$ cat src/hw/decode_pkg.sv
package decode_pkg;

    localparam int XLEN      = 32;
    localparam int REG_AW    = 5;
    localparam int NUM_REGS  = 32;
    localparam int ALU_OP_W  = 12;
    localparam int BR_KIND_W = 9;

    // one-hot alu operation bits
    localparam int ALU_ADD  = 0;
    localparam int ALU_SUB  = 1;
    localparam int ALU_SLT  = 2;
    localparam int ALU_SLTU = 3;
    localparam int ALU_AND  = 4;
    localparam int ALU_NOR  = 5;
    localparam int ALU_OR   = 6;
    localparam int ALU_XOR  = 7;
    localparam int ALU_SLL  = 8;
    localparam int ALU_SRL  = 9;
    localparam int ALU_SRA  = 10;
    localparam int ALU_LUI  = 11;

    // one-hot branch kind bits
    localparam int BR_BEQ  = 0;
    localparam int BR_BNE  = 1;
    localparam int BR_BLT  = 2;
    localparam int BR_BGE  = 3;
    localparam int BR_BLTU = 4;
    localparam int BR_BGEU = 5;
    localparam int BR_B    = 6;
    localparam int BR_BL   = 7;
    localparam int BR_JIRL = 8;

    // inst[31:15] of register ops and shifts by ui5
    localparam logic [16:0] OPC_ADD_W  = 17'h00020;
    localparam logic [16:0] OPC_SUB_W  = 17'h00022;
    localparam logic [16:0] OPC_SLT    = 17'h00024;
    localparam logic [16:0] OPC_SLTU   = 17'h00025;
    localparam logic [16:0] OPC_NOR    = 17'h00028;
    localparam logic [16:0] OPC_AND    = 17'h00029;
    localparam logic [16:0] OPC_OR     = 17'h0002a;
    localparam logic [16:0] OPC_XOR    = 17'h0002b;
    localparam logic [16:0] OPC_SLL_W  = 17'h0002e;
    localparam logic [16:0] OPC_SRL_W  = 17'h0002f;
    localparam logic [16:0] OPC_SRA_W  = 17'h00030;
    localparam logic [16:0] OPC_SLLI_W = 17'h00081;
    localparam logic [16:0] OPC_SRLI_W = 17'h00089;
    localparam logic [16:0] OPC_SRAI_W = 17'h00091;

    // inst[31:22]
    localparam logic [9:0] OPC_SLTI   = 10'h008;
    localparam logic [9:0] OPC_SLTUI  = 10'h009;
    localparam logic [9:0] OPC_ADDI_W = 10'h00a;
    localparam logic [9:0] OPC_ANDI   = 10'h00d;
    localparam logic [9:0] OPC_ORI    = 10'h00e;
    localparam logic [9:0] OPC_XORI   = 10'h00f;
    localparam logic [9:0] OPC_LD_W   = 10'h0a2;
    localparam logic [9:0] OPC_ST_W   = 10'h0a6;

    // inst[31:26]
    localparam logic [5:0] OPC_JIRL = 6'h13;
    localparam logic [5:0] OPC_B    = 6'h14;
    localparam logic [5:0] OPC_BL   = 6'h15;
    localparam logic [5:0] OPC_BEQ  = 6'h16;
    localparam logic [5:0] OPC_BNE  = 6'h17;
    localparam logic [5:0] OPC_BLT  = 6'h18;
    localparam logic [5:0] OPC_BGE  = 6'h19;
    localparam logic [5:0] OPC_BLTU = 6'h1a;
    localparam logic [5:0] OPC_BGEU = 6'h1b;

    // inst[31:25]
    localparam logic [6:0] OPC_LU12I_W   = 7'h0a;
    localparam logic [6:0] OPC_PCADDU12I = 7'h0e;

    typedef struct packed {
        logic [16:0]       opcode;
        logic [REG_AW-1:0] rk;
        logic [REG_AW-1:0] rj;
        logic [REG_AW-1:0] rd;
    } fmt_3r_t;

    typedef struct packed {
        logic [9:0]        opcode;
        logic [11:0]       i12;
        logic [REG_AW-1:0] rj;
        logic [REG_AW-1:0] rd;
    } fmt_2ri12_t;

    typedef struct packed {
        logic [5:0]        opcode;
        logic [15:0]       i16;
        logic [REG_AW-1:0] rj;
        logic [REG_AW-1:0] rd;
    } fmt_2ri16_t;

    typedef struct packed {
        logic [6:0]        opcode;
        logic [19:0]       i20;
        logic [REG_AW-1:0] rd;
    } fmt_1ri20_t;

    typedef struct packed {
        logic [5:0]  opcode;
        logic [15:0] offs_lo;
        logic [9:0]  offs_hi;
    } fmt_i26_t;

    // one instruction word seen through each format
    typedef union packed {
        fmt_3r_t    r3;
        fmt_2ri12_t ri12;
        fmt_2ri16_t ri16;
        fmt_1ri20_t ri20;
        fmt_i26_t   i26;
    } inst_word_u;

    typedef struct packed {
        inst_word_u      inst;
        logic [XLEN-1:0] pc;
    } fetch_pkt_t;

    typedef struct packed {
        logic              we;
        logic [REG_AW-1:0] waddr;
        logic [XLEN-1:0]   wdata;
    } rf_fwd_t;

    typedef struct packed {
        logic    load_pending;
        rf_fwd_t fwd;
    } ex_fwd_t;

    typedef struct packed {
        logic [ALU_OP_W-1:0]  alu_op;
        logic                 src1_is_pc;
        logic                 src2_is_imm;
        logic                 src_reg_is_rd;
        logic                 rf_we;
        logic [REG_AW-1:0]    dest;
        logic                 need_r1;
        logic                 need_r2;
        logic                 is_load;
        logic                 is_store;
        logic [BR_KIND_W-1:0] br_kind;
    } dec_ctrl_t;

    typedef struct packed {
        logic [ALU_OP_W-1:0] alu_op;
        logic [XLEN-1:0]     alu_src1;
        logic [XLEN-1:0]     alu_src2;
        logic                rf_we;
        logic [REG_AW-1:0]   dest;
        logic [XLEN-1:0]     pc;
        logic                is_load;
        logic                is_store;
        logic [XLEN-1:0]     store_data;
    } id_to_ex_t;

endpackage

$ cat src/hw/stage_ctrl.sv
`timescale 1ns/100ps

module stage_ctrl import decode_pkg::*; (
    input  logic       clk,
    input  logic       resetn,
    input  logic       i_if_valid,
    input  fetch_pkt_t i_if_pkt,
    input  logic       i_ready_go,
    input  logic       i_ex_allowin,
    input  logic       i_br_taken,
    output logic       o_id_allowin,
    output logic       o_valid,
    output logic       o_id_to_ex_valid,
    output fetch_pkt_t o_pkt
);
    logic       valid_q;
    fetch_pkt_t pkt_q;
    logic       take;

    assign o_id_allowin     = ~valid_q | (i_ready_go & i_ex_allowin);
    assign o_id_to_ex_valid = valid_q & i_ready_go;
    assign o_valid          = valid_q;
    assign o_pkt            = pkt_q;

    // fetch behind a taken branch is wrong path
    assign take = i_if_valid & o_id_allowin & ~i_br_taken;

    // stage valid moves only when allowin is high
    always_ff @(posedge clk) begin
        if (!resetn) begin
            valid_q <= 1'b0;
        end else if (o_id_allowin) begin
            valid_q <= take;
        end
    end

    always_ff @(posedge clk) begin
        if (take) begin
            pkt_q <= i_if_pkt;
        end
    end

    a_pkt_held: assert property (@(posedge clk) disable iff (!resetn)
        o_id_to_ex_valid && !i_ex_allowin |=> $stable(o_pkt));

endmodule

$ cat src/hw/inst_decoder.sv
`timescale 1ns/100ps

module inst_decoder import decode_pkg::*; (
    input  inst_word_u        i_inst,
    output dec_ctrl_t         o_ctrl,
    output logic [XLEN-1:0]   o_imm,
    output logic [XLEN-1:0]   o_br_offs,
    output logic [REG_AW-1:0] o_raddr1,
    output logic [REG_AW-1:0] o_raddr2
);
    fmt_3r_t    f3r;
    fmt_2ri12_t f12;
    fmt_2ri16_t f16;
    fmt_1ri20_t f20;
    fmt_i26_t   f26;

    logic inst_add_w, inst_sub_w, inst_slt, inst_sltu;
    logic inst_nor, inst_and, inst_or, inst_xor;
    logic inst_sll_w, inst_srl_w, inst_sra_w;
    logic inst_slli_w, inst_srli_w, inst_srai_w;
    logic inst_addi_w, inst_slti, inst_sltui, inst_andi, inst_ori, inst_xori;
    logic inst_lu12i_w, inst_pcaddu12i, inst_ld_w, inst_st_w;
    logic inst_beq, inst_bne, inst_blt, inst_bge, inst_bltu, inst_bgeu;
    logic inst_b, inst_bl, inst_jirl;

    logic                need_ui5;
    logic                need_ui12;
    logic                need_si12;
    logic                need_si20;
    logic                src2_is_4;
    logic                is_cond_br;
    logic                src_reg_is_rd;
    logic [ALU_OP_W-1:0] alu_op;

    assign f3r = i_inst.r3;
    assign f12 = i_inst.ri12;
    assign f16 = i_inst.ri16;
    assign f20 = i_inst.ri20;
    assign f26 = i_inst.i26;

    assign inst_add_w  = (f3r.opcode == OPC_ADD_W);
    assign inst_sub_w  = (f3r.opcode == OPC_SUB_W);
    assign inst_slt    = (f3r.opcode == OPC_SLT);
    assign inst_sltu   = (f3r.opcode == OPC_SLTU);
    assign inst_nor    = (f3r.opcode == OPC_NOR);
    assign inst_and    = (f3r.opcode == OPC_AND);
    assign inst_or     = (f3r.opcode == OPC_OR);
    assign inst_xor    = (f3r.opcode == OPC_XOR);
    assign inst_sll_w  = (f3r.opcode == OPC_SLL_W);
    assign inst_srl_w  = (f3r.opcode == OPC_SRL_W);
    assign inst_sra_w  = (f3r.opcode == OPC_SRA_W);
    assign inst_slli_w = (f3r.opcode == OPC_SLLI_W);
    assign inst_srli_w = (f3r.opcode == OPC_SRLI_W);
    assign inst_srai_w = (f3r.opcode == OPC_SRAI_W);

    assign inst_slti   = (f12.opcode == OPC_SLTI);
    assign inst_sltui  = (f12.opcode == OPC_SLTUI);
    assign inst_addi_w = (f12.opcode == OPC_ADDI_W);
    assign inst_andi   = (f12.opcode == OPC_ANDI);
    assign inst_ori    = (f12.opcode == OPC_ORI);
    assign inst_xori   = (f12.opcode == OPC_XORI);
    assign inst_ld_w   = (f12.opcode == OPC_LD_W);
    assign inst_st_w   = (f12.opcode == OPC_ST_W);

    assign inst_lu12i_w   = (f20.opcode == OPC_LU12I_W);
    assign inst_pcaddu12i = (f20.opcode == OPC_PCADDU12I);

    assign inst_jirl = (f16.opcode == OPC_JIRL);
    assign inst_beq  = (f16.opcode == OPC_BEQ);
    assign inst_bne  = (f16.opcode == OPC_BNE);
    assign inst_blt  = (f16.opcode == OPC_BLT);
    assign inst_bge  = (f16.opcode == OPC_BGE);
    assign inst_bltu = (f16.opcode == OPC_BLTU);
    assign inst_bgeu = (f16.opcode == OPC_BGEU);
    assign inst_b    = (f26.opcode == OPC_B);
    assign inst_bl   = (f26.opcode == OPC_BL);

    assign is_cond_br = inst_beq | inst_bne | inst_blt | inst_bge | inst_bltu | inst_bgeu;
    assign need_ui5   = inst_slli_w | inst_srli_w | inst_srai_w;
    assign need_ui12  = inst_andi | inst_ori | inst_xori;
    assign need_si12  = inst_addi_w | inst_slti | inst_sltui | inst_ld_w | inst_st_w;
    assign need_si20  = inst_lu12i_w | inst_pcaddu12i;
    // link value for bl and jirl
    assign src2_is_4  = inst_jirl | inst_bl;

    // address calc for ld/st and the link add share the adder
    assign alu_op[ALU_ADD]  = inst_add_w | inst_addi_w | inst_ld_w | inst_st_w
                            | inst_jirl | inst_bl | inst_pcaddu12i;
    assign alu_op[ALU_SUB]  = inst_sub_w;
    assign alu_op[ALU_SLT]  = inst_slt | inst_slti;
    assign alu_op[ALU_SLTU] = inst_sltu | inst_sltui;
    assign alu_op[ALU_AND]  = inst_and | inst_andi;
    assign alu_op[ALU_NOR]  = inst_nor;
    assign alu_op[ALU_OR]   = inst_or | inst_ori;
    assign alu_op[ALU_XOR]  = inst_xor | inst_xori;
    assign alu_op[ALU_SLL]  = inst_sll_w | inst_slli_w;
    assign alu_op[ALU_SRL]  = inst_srl_w | inst_srli_w;
    assign alu_op[ALU_SRA]  = inst_sra_w | inst_srai_w;
    assign alu_op[ALU_LUI]  = inst_lu12i_w;

    always_comb begin
        if (src2_is_4) begin
            o_imm = XLEN'(4);
        end else if (need_si20) begin
            o_imm = {f20.i20, 12'b0};
        end else if (need_si12) begin
            o_imm = {{(XLEN-12){f12.i12[11]}}, f12.i12};
        end else if (need_ui5) begin
            o_imm = {{(XLEN-REG_AW){1'b0}}, f3r.rk};
        end else begin
            o_imm = {{(XLEN-12){1'b0}}, f12.i12};
        end
    end

    assign o_br_offs = (inst_b | inst_bl)
                     ? {{4{f26.offs_hi[9]}}, f26.offs_hi, f26.offs_lo, 2'b0}
                     : {{14{f16.i16[15]}}, f16.i16, 2'b0};

    assign src_reg_is_rd = is_cond_br | inst_st_w;
    assign o_raddr1      = f3r.rj;
    assign o_raddr2      = src_reg_is_rd ? f3r.rd : f3r.rk;

    always_comb begin
        o_ctrl.alu_op        = alu_op;
        o_ctrl.src1_is_pc    = inst_jirl | inst_bl | inst_pcaddu12i;
        o_ctrl.src2_is_imm   = need_ui5 | need_ui12 | need_si12 | need_si20 | src2_is_4;
        o_ctrl.src_reg_is_rd = src_reg_is_rd;
        o_ctrl.rf_we         = (|alu_op) & ~inst_st_w;
        o_ctrl.dest          = inst_bl ? REG_AW'(1) : f3r.rd;
        // jirl reads rj for its target
        o_ctrl.need_r1       = (|alu_op) & ~(inst_bl | need_si20) | is_cond_br;
        o_ctrl.need_r2       = (|alu_op) & ~o_ctrl.src2_is_imm | is_cond_br | inst_st_w;
        o_ctrl.is_load       = inst_ld_w;
        o_ctrl.is_store      = inst_st_w;
        o_ctrl.br_kind[BR_BEQ]  = inst_beq;
        o_ctrl.br_kind[BR_BNE]  = inst_bne;
        o_ctrl.br_kind[BR_BLT]  = inst_blt;
        o_ctrl.br_kind[BR_BGE]  = inst_bge;
        o_ctrl.br_kind[BR_BLTU] = inst_bltu;
        o_ctrl.br_kind[BR_BGEU] = inst_bgeu;
        o_ctrl.br_kind[BR_B]    = inst_b;
        o_ctrl.br_kind[BR_BL]   = inst_bl;
        o_ctrl.br_kind[BR_JIRL] = inst_jirl;
    end

endmodule

$ cat src/hw/regfile.sv
`timescale 1ns/100ps

module regfile import decode_pkg::*; (
    input  logic              clk,
    input  logic [REG_AW-1:0] i_raddr1,
    input  logic [REG_AW-1:0] i_raddr2,
    input  rf_fwd_t           i_wb,
    output logic [XLEN-1:0]   o_rdata1,
    output logic [XLEN-1:0]   o_rdata2
);
    logic [XLEN-1:0] rf [NUM_REGS];

    always_ff @(posedge clk) begin
        if (i_wb.we) begin
            rf[i_wb.waddr] <= i_wb.wdata;
        end
    end

    // r0 is hardwired zero on read
    assign o_rdata1 = (i_raddr1 == '0) ? '0 : rf[i_raddr1];
    assign o_rdata2 = (i_raddr2 == '0) ? '0 : rf[i_raddr2];

endmodule

$ cat src/hw/operand_bypass.sv
`timescale 1ns/100ps

module operand_bypass import decode_pkg::*; (
    input  logic [REG_AW-1:0] i_raddr1,
    input  logic [REG_AW-1:0] i_raddr2,
    input  logic              i_need_r1,
    input  logic              i_need_r2,
    input  logic [XLEN-1:0]   i_rdata1,
    input  logic [XLEN-1:0]   i_rdata2,
    input  ex_fwd_t           i_ex_fwd,
    input  rf_fwd_t           i_mem_fwd,
    input  rf_fwd_t           i_wb_fwd,
    output logic [XLEN-1:0]   o_rj_value,
    output logic [XLEN-1:0]   o_rkd_value,
    output logic              o_ready_go
);
    logic ex_hit1;
    logic ex_hit2;
    logic mem_hit1;
    logic mem_hit2;
    logic wb_hit1;
    logic wb_hit2;

    // a write to r0 never matches
    function automatic logic hit(input logic [REG_AW-1:0] ra, input rf_fwd_t f);
        return f.we && (f.waddr == ra) && (ra != '0);
    endfunction

    assign ex_hit1  = hit(i_raddr1, i_ex_fwd.fwd);
    assign ex_hit2  = hit(i_raddr2, i_ex_fwd.fwd);
    assign mem_hit1 = hit(i_raddr1, i_mem_fwd);
    assign mem_hit2 = hit(i_raddr2, i_mem_fwd);
    assign wb_hit1  = hit(i_raddr1, i_wb_fwd);
    assign wb_hit2  = hit(i_raddr2, i_wb_fwd);

    // youngest producer wins
    assign o_rj_value  = ex_hit1  ? i_ex_fwd.fwd.wdata :
                         mem_hit1 ? i_mem_fwd.wdata    :
                         wb_hit1  ? i_wb_fwd.wdata     : i_rdata1;
    assign o_rkd_value = ex_hit2  ? i_ex_fwd.fwd.wdata :
                         mem_hit2 ? i_mem_fwd.wdata    :
                         wb_hit2  ? i_wb_fwd.wdata     : i_rdata2;

    // load result not back from memory yet
    assign o_ready_go = ~(i_ex_fwd.load_pending
                          & ((ex_hit1 & i_need_r1) | (ex_hit2 & i_need_r2)));

endmodule

$ cat src/hw/branch_unit.sv
`timescale 1ns/100ps

module branch_unit import decode_pkg::*; (
    input  logic            i_valid,
    input  logic            i_ready_go,
    input  dec_ctrl_t       i_ctrl,
    input  logic [XLEN-1:0] i_pc,
    input  logic [XLEN-1:0] i_rj_value,
    input  logic [XLEN-1:0] i_rkd_value,
    input  logic [XLEN-1:0] i_br_offs,
    output logic            o_br_taken,
    output logic [XLEN-1:0] o_br_target
);
    localparam int NGRP = XLEN / 4;
    localparam int NSUP = NGRP / 4;

    logic [XLEN-1:0] b_inv;
    logic [XLEN-1:0] p;
    logic [XLEN-1:0] g;
    logic [XLEN-1:0] c;
    logic [XLEN-1:0] diff;
    logic [NGRP-1:0] gp;
    logic [NGRP-1:0] gg;
    logic [NGRP-1:0] gc;
    logic [NSUP-1:0] sp;
    logic [NSUP-1:0] sg;
    logic [NSUP-1:0] sc;
    logic            cout;
    logic            eq;
    logic            lt_s;
    logic            lt_u;
    logic            cond;

    // {generate, propagate} of a 4-wide block
    function automatic logic [1:0] pg4(input logic [3:0] pp, input logic [3:0] gi);
        return {gi[3] | pp[3] & gi[2] | pp[3] & pp[2] & gi[1]
                | pp[3] & pp[2] & pp[1] & gi[0], &pp};
    endfunction

    // carry into each of the four positions
    function automatic logic [3:0] carry4(input logic [3:0] pp, input logic [3:0] gi,
                                          input logic ci);
        logic [3:0] cc;
        cc[0] = ci;
        cc[1] = gi[0] | pp[0] & ci;
        cc[2] = gi[1] | pp[1] & gi[0] | pp[1] & pp[0] & ci;
        cc[3] = gi[2] | pp[2] & gi[1] | pp[2] & pp[1] & gi[0] | pp[2] & pp[1] & pp[0] & ci;
        return cc;
    endfunction

    // rj - rkd as rj + ~rkd + 1
    assign b_inv = ~i_rkd_value;
    assign p     = i_rj_value ^ b_inv;
    assign g     = i_rj_value & b_inv;

    for (genvar k = 0; k < NGRP; k++) begin : g_grp
        assign {gg[k], gp[k]}  = pg4(p[4*k +: 4], g[4*k +: 4]);
        assign c[4*k +: 4]     = carry4(p[4*k +: 4], g[4*k +: 4], gc[k]);
    end

    for (genvar s = 0; s < NSUP; s++) begin : g_sup
        assign {sg[s], sp[s]}  = pg4(gp[4*s +: 4], gg[4*s +: 4]);
        assign gc[4*s +: 4]    = carry4(gp[4*s +: 4], gg[4*s +: 4], sc[s]);
    end

    assign sc[0] = 1'b1;
    assign sc[1] = sg[0] | sp[0];
    assign cout  = sg[1] | sp[1] & sg[0] | sp[1] & sp[0];

    assign diff = p ^ c;
    assign eq   = ~|diff;
    // sign xor overflow
    assign lt_s = diff[XLEN-1] ^ (c[XLEN-1] ^ cout);
    assign lt_u = ~cout;

    always_comb begin
        cond = i_ctrl.br_kind[BR_B] | i_ctrl.br_kind[BR_BL] | i_ctrl.br_kind[BR_JIRL];
        cond = cond | (i_ctrl.br_kind[BR_BEQ] & eq) | (i_ctrl.br_kind[BR_BNE] & ~eq);
        cond = cond | (i_ctrl.br_kind[BR_BLT] & lt_s) | (i_ctrl.br_kind[BR_BGE] & ~lt_s);
        cond = cond | (i_ctrl.br_kind[BR_BLTU] & lt_u) | (i_ctrl.br_kind[BR_BGEU] & ~lt_u);
    end

    assign o_br_taken  = i_valid & i_ready_go & cond;
    assign o_br_target = (i_ctrl.br_kind[BR_JIRL] ? i_rj_value : i_pc) + i_br_offs;

endmodule

$ cat src/hw/decode_stage_top.sv
`timescale 1ns/100ps

module decode_stage_top import decode_pkg::*; (
    input  logic            clk,
    input  logic            resetn,
    input  logic            i_if_valid,
    input  fetch_pkt_t      i_if_pkt,
    input  logic            i_ex_allowin,
    input  rf_fwd_t         i_wb_fwd,
    input  rf_fwd_t         i_mem_fwd,
    input  ex_fwd_t         i_ex_fwd,
    output logic            o_id_allowin,
    output logic            o_id_to_ex_valid,
    output id_to_ex_t       o_id_to_ex,
    output logic            o_br_taken,
    output logic [XLEN-1:0] o_br_target
);
    fetch_pkt_t        pkt;
    logic              valid;
    logic              ready_go;
    dec_ctrl_t         ctrl;
    logic [XLEN-1:0]   imm;
    logic [XLEN-1:0]   br_offs;
    logic [REG_AW-1:0] raddr1;
    logic [REG_AW-1:0] raddr2;
    logic [XLEN-1:0]   rdata1;
    logic [XLEN-1:0]   rdata2;
    logic [XLEN-1:0]   rj_value;
    logic [XLEN-1:0]   rkd_value;

    stage_ctrl u_stage_ctrl (
        .clk              (clk),
        .resetn           (resetn),
        .i_if_valid       (i_if_valid),
        .i_if_pkt         (i_if_pkt),
        .i_ready_go       (ready_go),
        .i_ex_allowin     (i_ex_allowin),
        .i_br_taken       (o_br_taken),
        .o_id_allowin     (o_id_allowin),
        .o_valid          (valid),
        .o_id_to_ex_valid (o_id_to_ex_valid),
        .o_pkt            (pkt)
    );

    inst_decoder u_inst_decoder (
        .i_inst    (pkt.inst),
        .o_ctrl    (ctrl),
        .o_imm     (imm),
        .o_br_offs (br_offs),
        .o_raddr1  (raddr1),
        .o_raddr2  (raddr2)
    );

    regfile u_regfile (
        .clk      (clk),
        .i_raddr1 (raddr1),
        .i_raddr2 (raddr2),
        .i_wb     (i_wb_fwd),
        .o_rdata1 (rdata1),
        .o_rdata2 (rdata2)
    );

    operand_bypass u_operand_bypass (
        .i_raddr1    (raddr1),
        .i_raddr2    (raddr2),
        .i_need_r1   (ctrl.need_r1),
        .i_need_r2   (ctrl.need_r2),
        .i_rdata1    (rdata1),
        .i_rdata2    (rdata2),
        .i_ex_fwd    (i_ex_fwd),
        .i_mem_fwd   (i_mem_fwd),
        .i_wb_fwd    (i_wb_fwd),
        .o_rj_value  (rj_value),
        .o_rkd_value (rkd_value),
        .o_ready_go  (ready_go)
    );

    branch_unit u_branch_unit (
        .i_valid     (valid),
        .i_ready_go  (ready_go),
        .i_ctrl      (ctrl),
        .i_pc        (pkt.pc),
        .i_rj_value  (rj_value),
        .i_rkd_value (rkd_value),
        .i_br_offs   (br_offs),
        .o_br_taken  (o_br_taken),
        .o_br_target (o_br_target)
    );

    always_comb begin
        o_id_to_ex.alu_op     = ctrl.alu_op;
        o_id_to_ex.alu_src1   = ctrl.src1_is_pc ? pkt.pc : rj_value;
        o_id_to_ex.alu_src2   = ctrl.src2_is_imm ? imm : rkd_value;
        o_id_to_ex.rf_we      = ctrl.rf_we;
        o_id_to_ex.dest       = ctrl.dest;
        o_id_to_ex.pc         = pkt.pc;
        o_id_to_ex.is_load    = ctrl.is_load;
        o_id_to_ex.is_store   = ctrl.is_store;
        o_id_to_ex.store_data = rkd_value;
    end

endmodule

$ cat config.mk
export PLATFORM = sky130hd
export DESIGN_NAME = decode_stage_top
export DESIGN_NICKNAME = d
export VERILOG_FILES = /design/src/hw/decode_pkg.sv /design/src/hw/stage_ctrl.sv /design/src/hw/inst_decoder.sv /design/src/hw/regfile.sv /design/src/hw/operand_bypass.sv /design/src/hw/branch_unit.sv /design/src/hw/decode_stage_top.sv
export SDC_FILE = /design/constraint.sdc
export NUM_CORES = 2
export LEC_CHECK = 0
export BUFFER_PORTS_ARGS = -buffer_cell sky130_fd_sc_hd__buf_2
export CELL_PAD_IN_SITES_DETAIL_PLACEMENT = 1
export CELL_PAD_IN_SITES_GLOBAL_PLACEMENT = 1
export CORE_ASPECT_RATIO = 1.75
export CORE_UTILIZATION = 30
export CTS_CLUSTER_DIAMETER = 60
export DETAILED_ROUTE_END_ITERATION = 12
export MAX_ROUTING_LAYER = met4
export PLACE_DENSITY_LB_ADDON = 0.25
export SLEW_MARGIN = 20
export SYNTH_ARGS = -nofsm -noshare
export SYNTH_HDL_FRONTEND = slang
export SYNTH_HIERARCHICAL = 1
export SYNTH_SLANG_ARGS = --single-unit
$ cat constraint.sdc
create_clock -name clk -period 12.6 [get_ports clk]
set_clock_uncertainty 0.05 [all_clocks]
set_input_delay 2.52 -clock clk [delete_from_list [all_inputs] [get_ports clk]]
set_output_delay 2.52 -clock clk [all_outputs]
set_load 0.01 [all_outputs]
==> metrics.cfg <==
[worst_setup_path]
cp_top_family = simple AND/OR/NAND/NOR gates
arrival_ns = 9.88
critPathSlowestCell = a2111o_1
cp.required_ns = 10.03
max_stage_delay_ns = 0.55
cp_num_cells = 34
start_kind = flop
reg2regPathDepth = 36
path_max_fanout = 42
crit_buf_inv = 6
crit_path_frequent_cell = buf_4
end_kind = output pin
criticalPathCategory = reg -> out

[sta]
slew_viol_final = 0
min_period_ns = 12.45
setup_tns_ns = 0
finalSetupViolCount = 0
fin_ws_ns = 0.152
clock.fmax_ghz = 0.0803
slew_headroom_pct = 15.9
tightest_slew_ns = 1.26
finalHoldViolCount = 0
finalCritPeriodShare_pct = 98.8

[run]
max-cap-violations = 0

[place]
gp_congestion = 1.02
dp_hpwl_um = 172000
placed_area_um2 = 63700
pre_cts_slack_ns = -0.123
portBuffers = 365

[route]
ant_nets = 0
wl_um = 252000
drtIter0Drc = 3176
wl_per_cell_um = 37.9
dr.pass1.iters = 7
vias_per_cell = 5.92
vias = 39300
drcViolationCount = 0

[floorplanning]
core-area_um2 = 191000
die_w_um = 333
io_pins = 366
die_area_um2 = 194000
die_h_um = 582
num_rows = 212
start_util_pct = 30.2

[global_route]
grt_usage_pct = 26.5
antenna_found_initial = 43
grt_max_degree = 66
grt-ovfl-total = 0
grt_pass1_vias = 41700
grt_pass1_wl_um = 345000

[clock_tree]
cts_htree_levels = 3
cts_num_sinks = 1089
clk_pin_slew_ns = 0.07
clk_root_buffer_cell = clkbuf_16
cts_tree = done
clk-insertion-delay-late_ns = 0.72
clockBufferDepth = 3
numCtsBuffers = 100

[min_path]
hp-class = reg -> reg
hold_depth = 2

[final_layout]
stdcell_area_um2 = 67700
final_common_cell = edfxtp_1
final_cell_mix = edfxtp_1, mux4_2, buf_2, buf_4, mux2i_1
area_delta_synth_final_pct = 17.4
fin_nets = 4327
drive_gt1_share_pct = 36.2

[synthesis]
synth_area_um2 = 57700
yosys_warnings = 6
synth_cells = 3622
postSynthAreaPerCell_um2 = 15.9

[pwr]
leakagePower_nw = 23.5
power_density_nw_per_um2 = 146
max-vdd-ir-drop_uv = 102

[status]
outcome = completed

==> cell type report <==
type                       count  area, um^2
antenna                       31        77.6
clock inverter                75         766
multi-input combinational   2147       23700
fill                       19400      123000
tap                         2461        3080
inverter                      80         305
timing repair buffer         655        4530
clock buffer                 111        2590
sequential                  1089       32700
==> sequential cells by signal, indices dropped and copies added (netlist names) <==
name,flops
u_stage_ctrl/o_pkt,64
u_regfile/rf,1024
u_stage_ctrl/o_valid,1
==> path summary, 6_finish.rpt <==
check	startpoint	to	slack, ns
setup / recovery	u_stage_ctrl/o_pkt[63]	o_br_taken	0.15
hold / removal	u_stage_ctrl/o_valid	u_stage_ctrl/o_valid	0.68
setup reg to reg	u_stage_ctrl/o_pkt[63]	u_stage_ctrl/o_pkt[44]	2.11
hold reg to reg	u_stage_ctrl/o_valid	u_stage_ctrl/o_valid	0.68
==> where the power goes <==
part	internal (mW)	switching (mW)
Sequential	4.05	0.0544
Clock	1.76	1.45
Combinational	1.02	1.58
Total	6.83	3.08
==> per-layer routing <==
metal | track usage [%] | vias up | routed length (um)
met5 | - | - | 0
li1 | - | 15800 | -
met3 | 4.97 | 630 | 15200
met2 | 46.1 | 1727 | 131000
met4 | 19.1 | 0 | 20800
met1 | 26.4 | 21100 | 85500
==> through the flow <==
stage	utilization, %	std cells	hold slack (ns)	total power [mW]
floorplan	-	3623	0.591	5.54
global placement	33.4	6408	0.663	6.67
detailed placement	33.4	6408	0.674	6.68
CTS	35.4	6607	0.686	9.90
global route	35.5	6648	0.705	10.2
finish	35.5	6649	0.684	9.91
==> worst min-delay path, delay by kind of cell, from the launching register on <==
kind            cells  cell delay, ns
flops               1            0.32
compound gates      2            0.37
==> what timing repair did <==
action,4_1_cts,5_1_grt
cloned,2,0
pin swaps,5,8
endpoints found under the setup margin,1,1
gates resized for setup,46,26
hold buffers,0,0
setup buffers,11,11
Note: power is estimated with default switching activity, not from simulation.
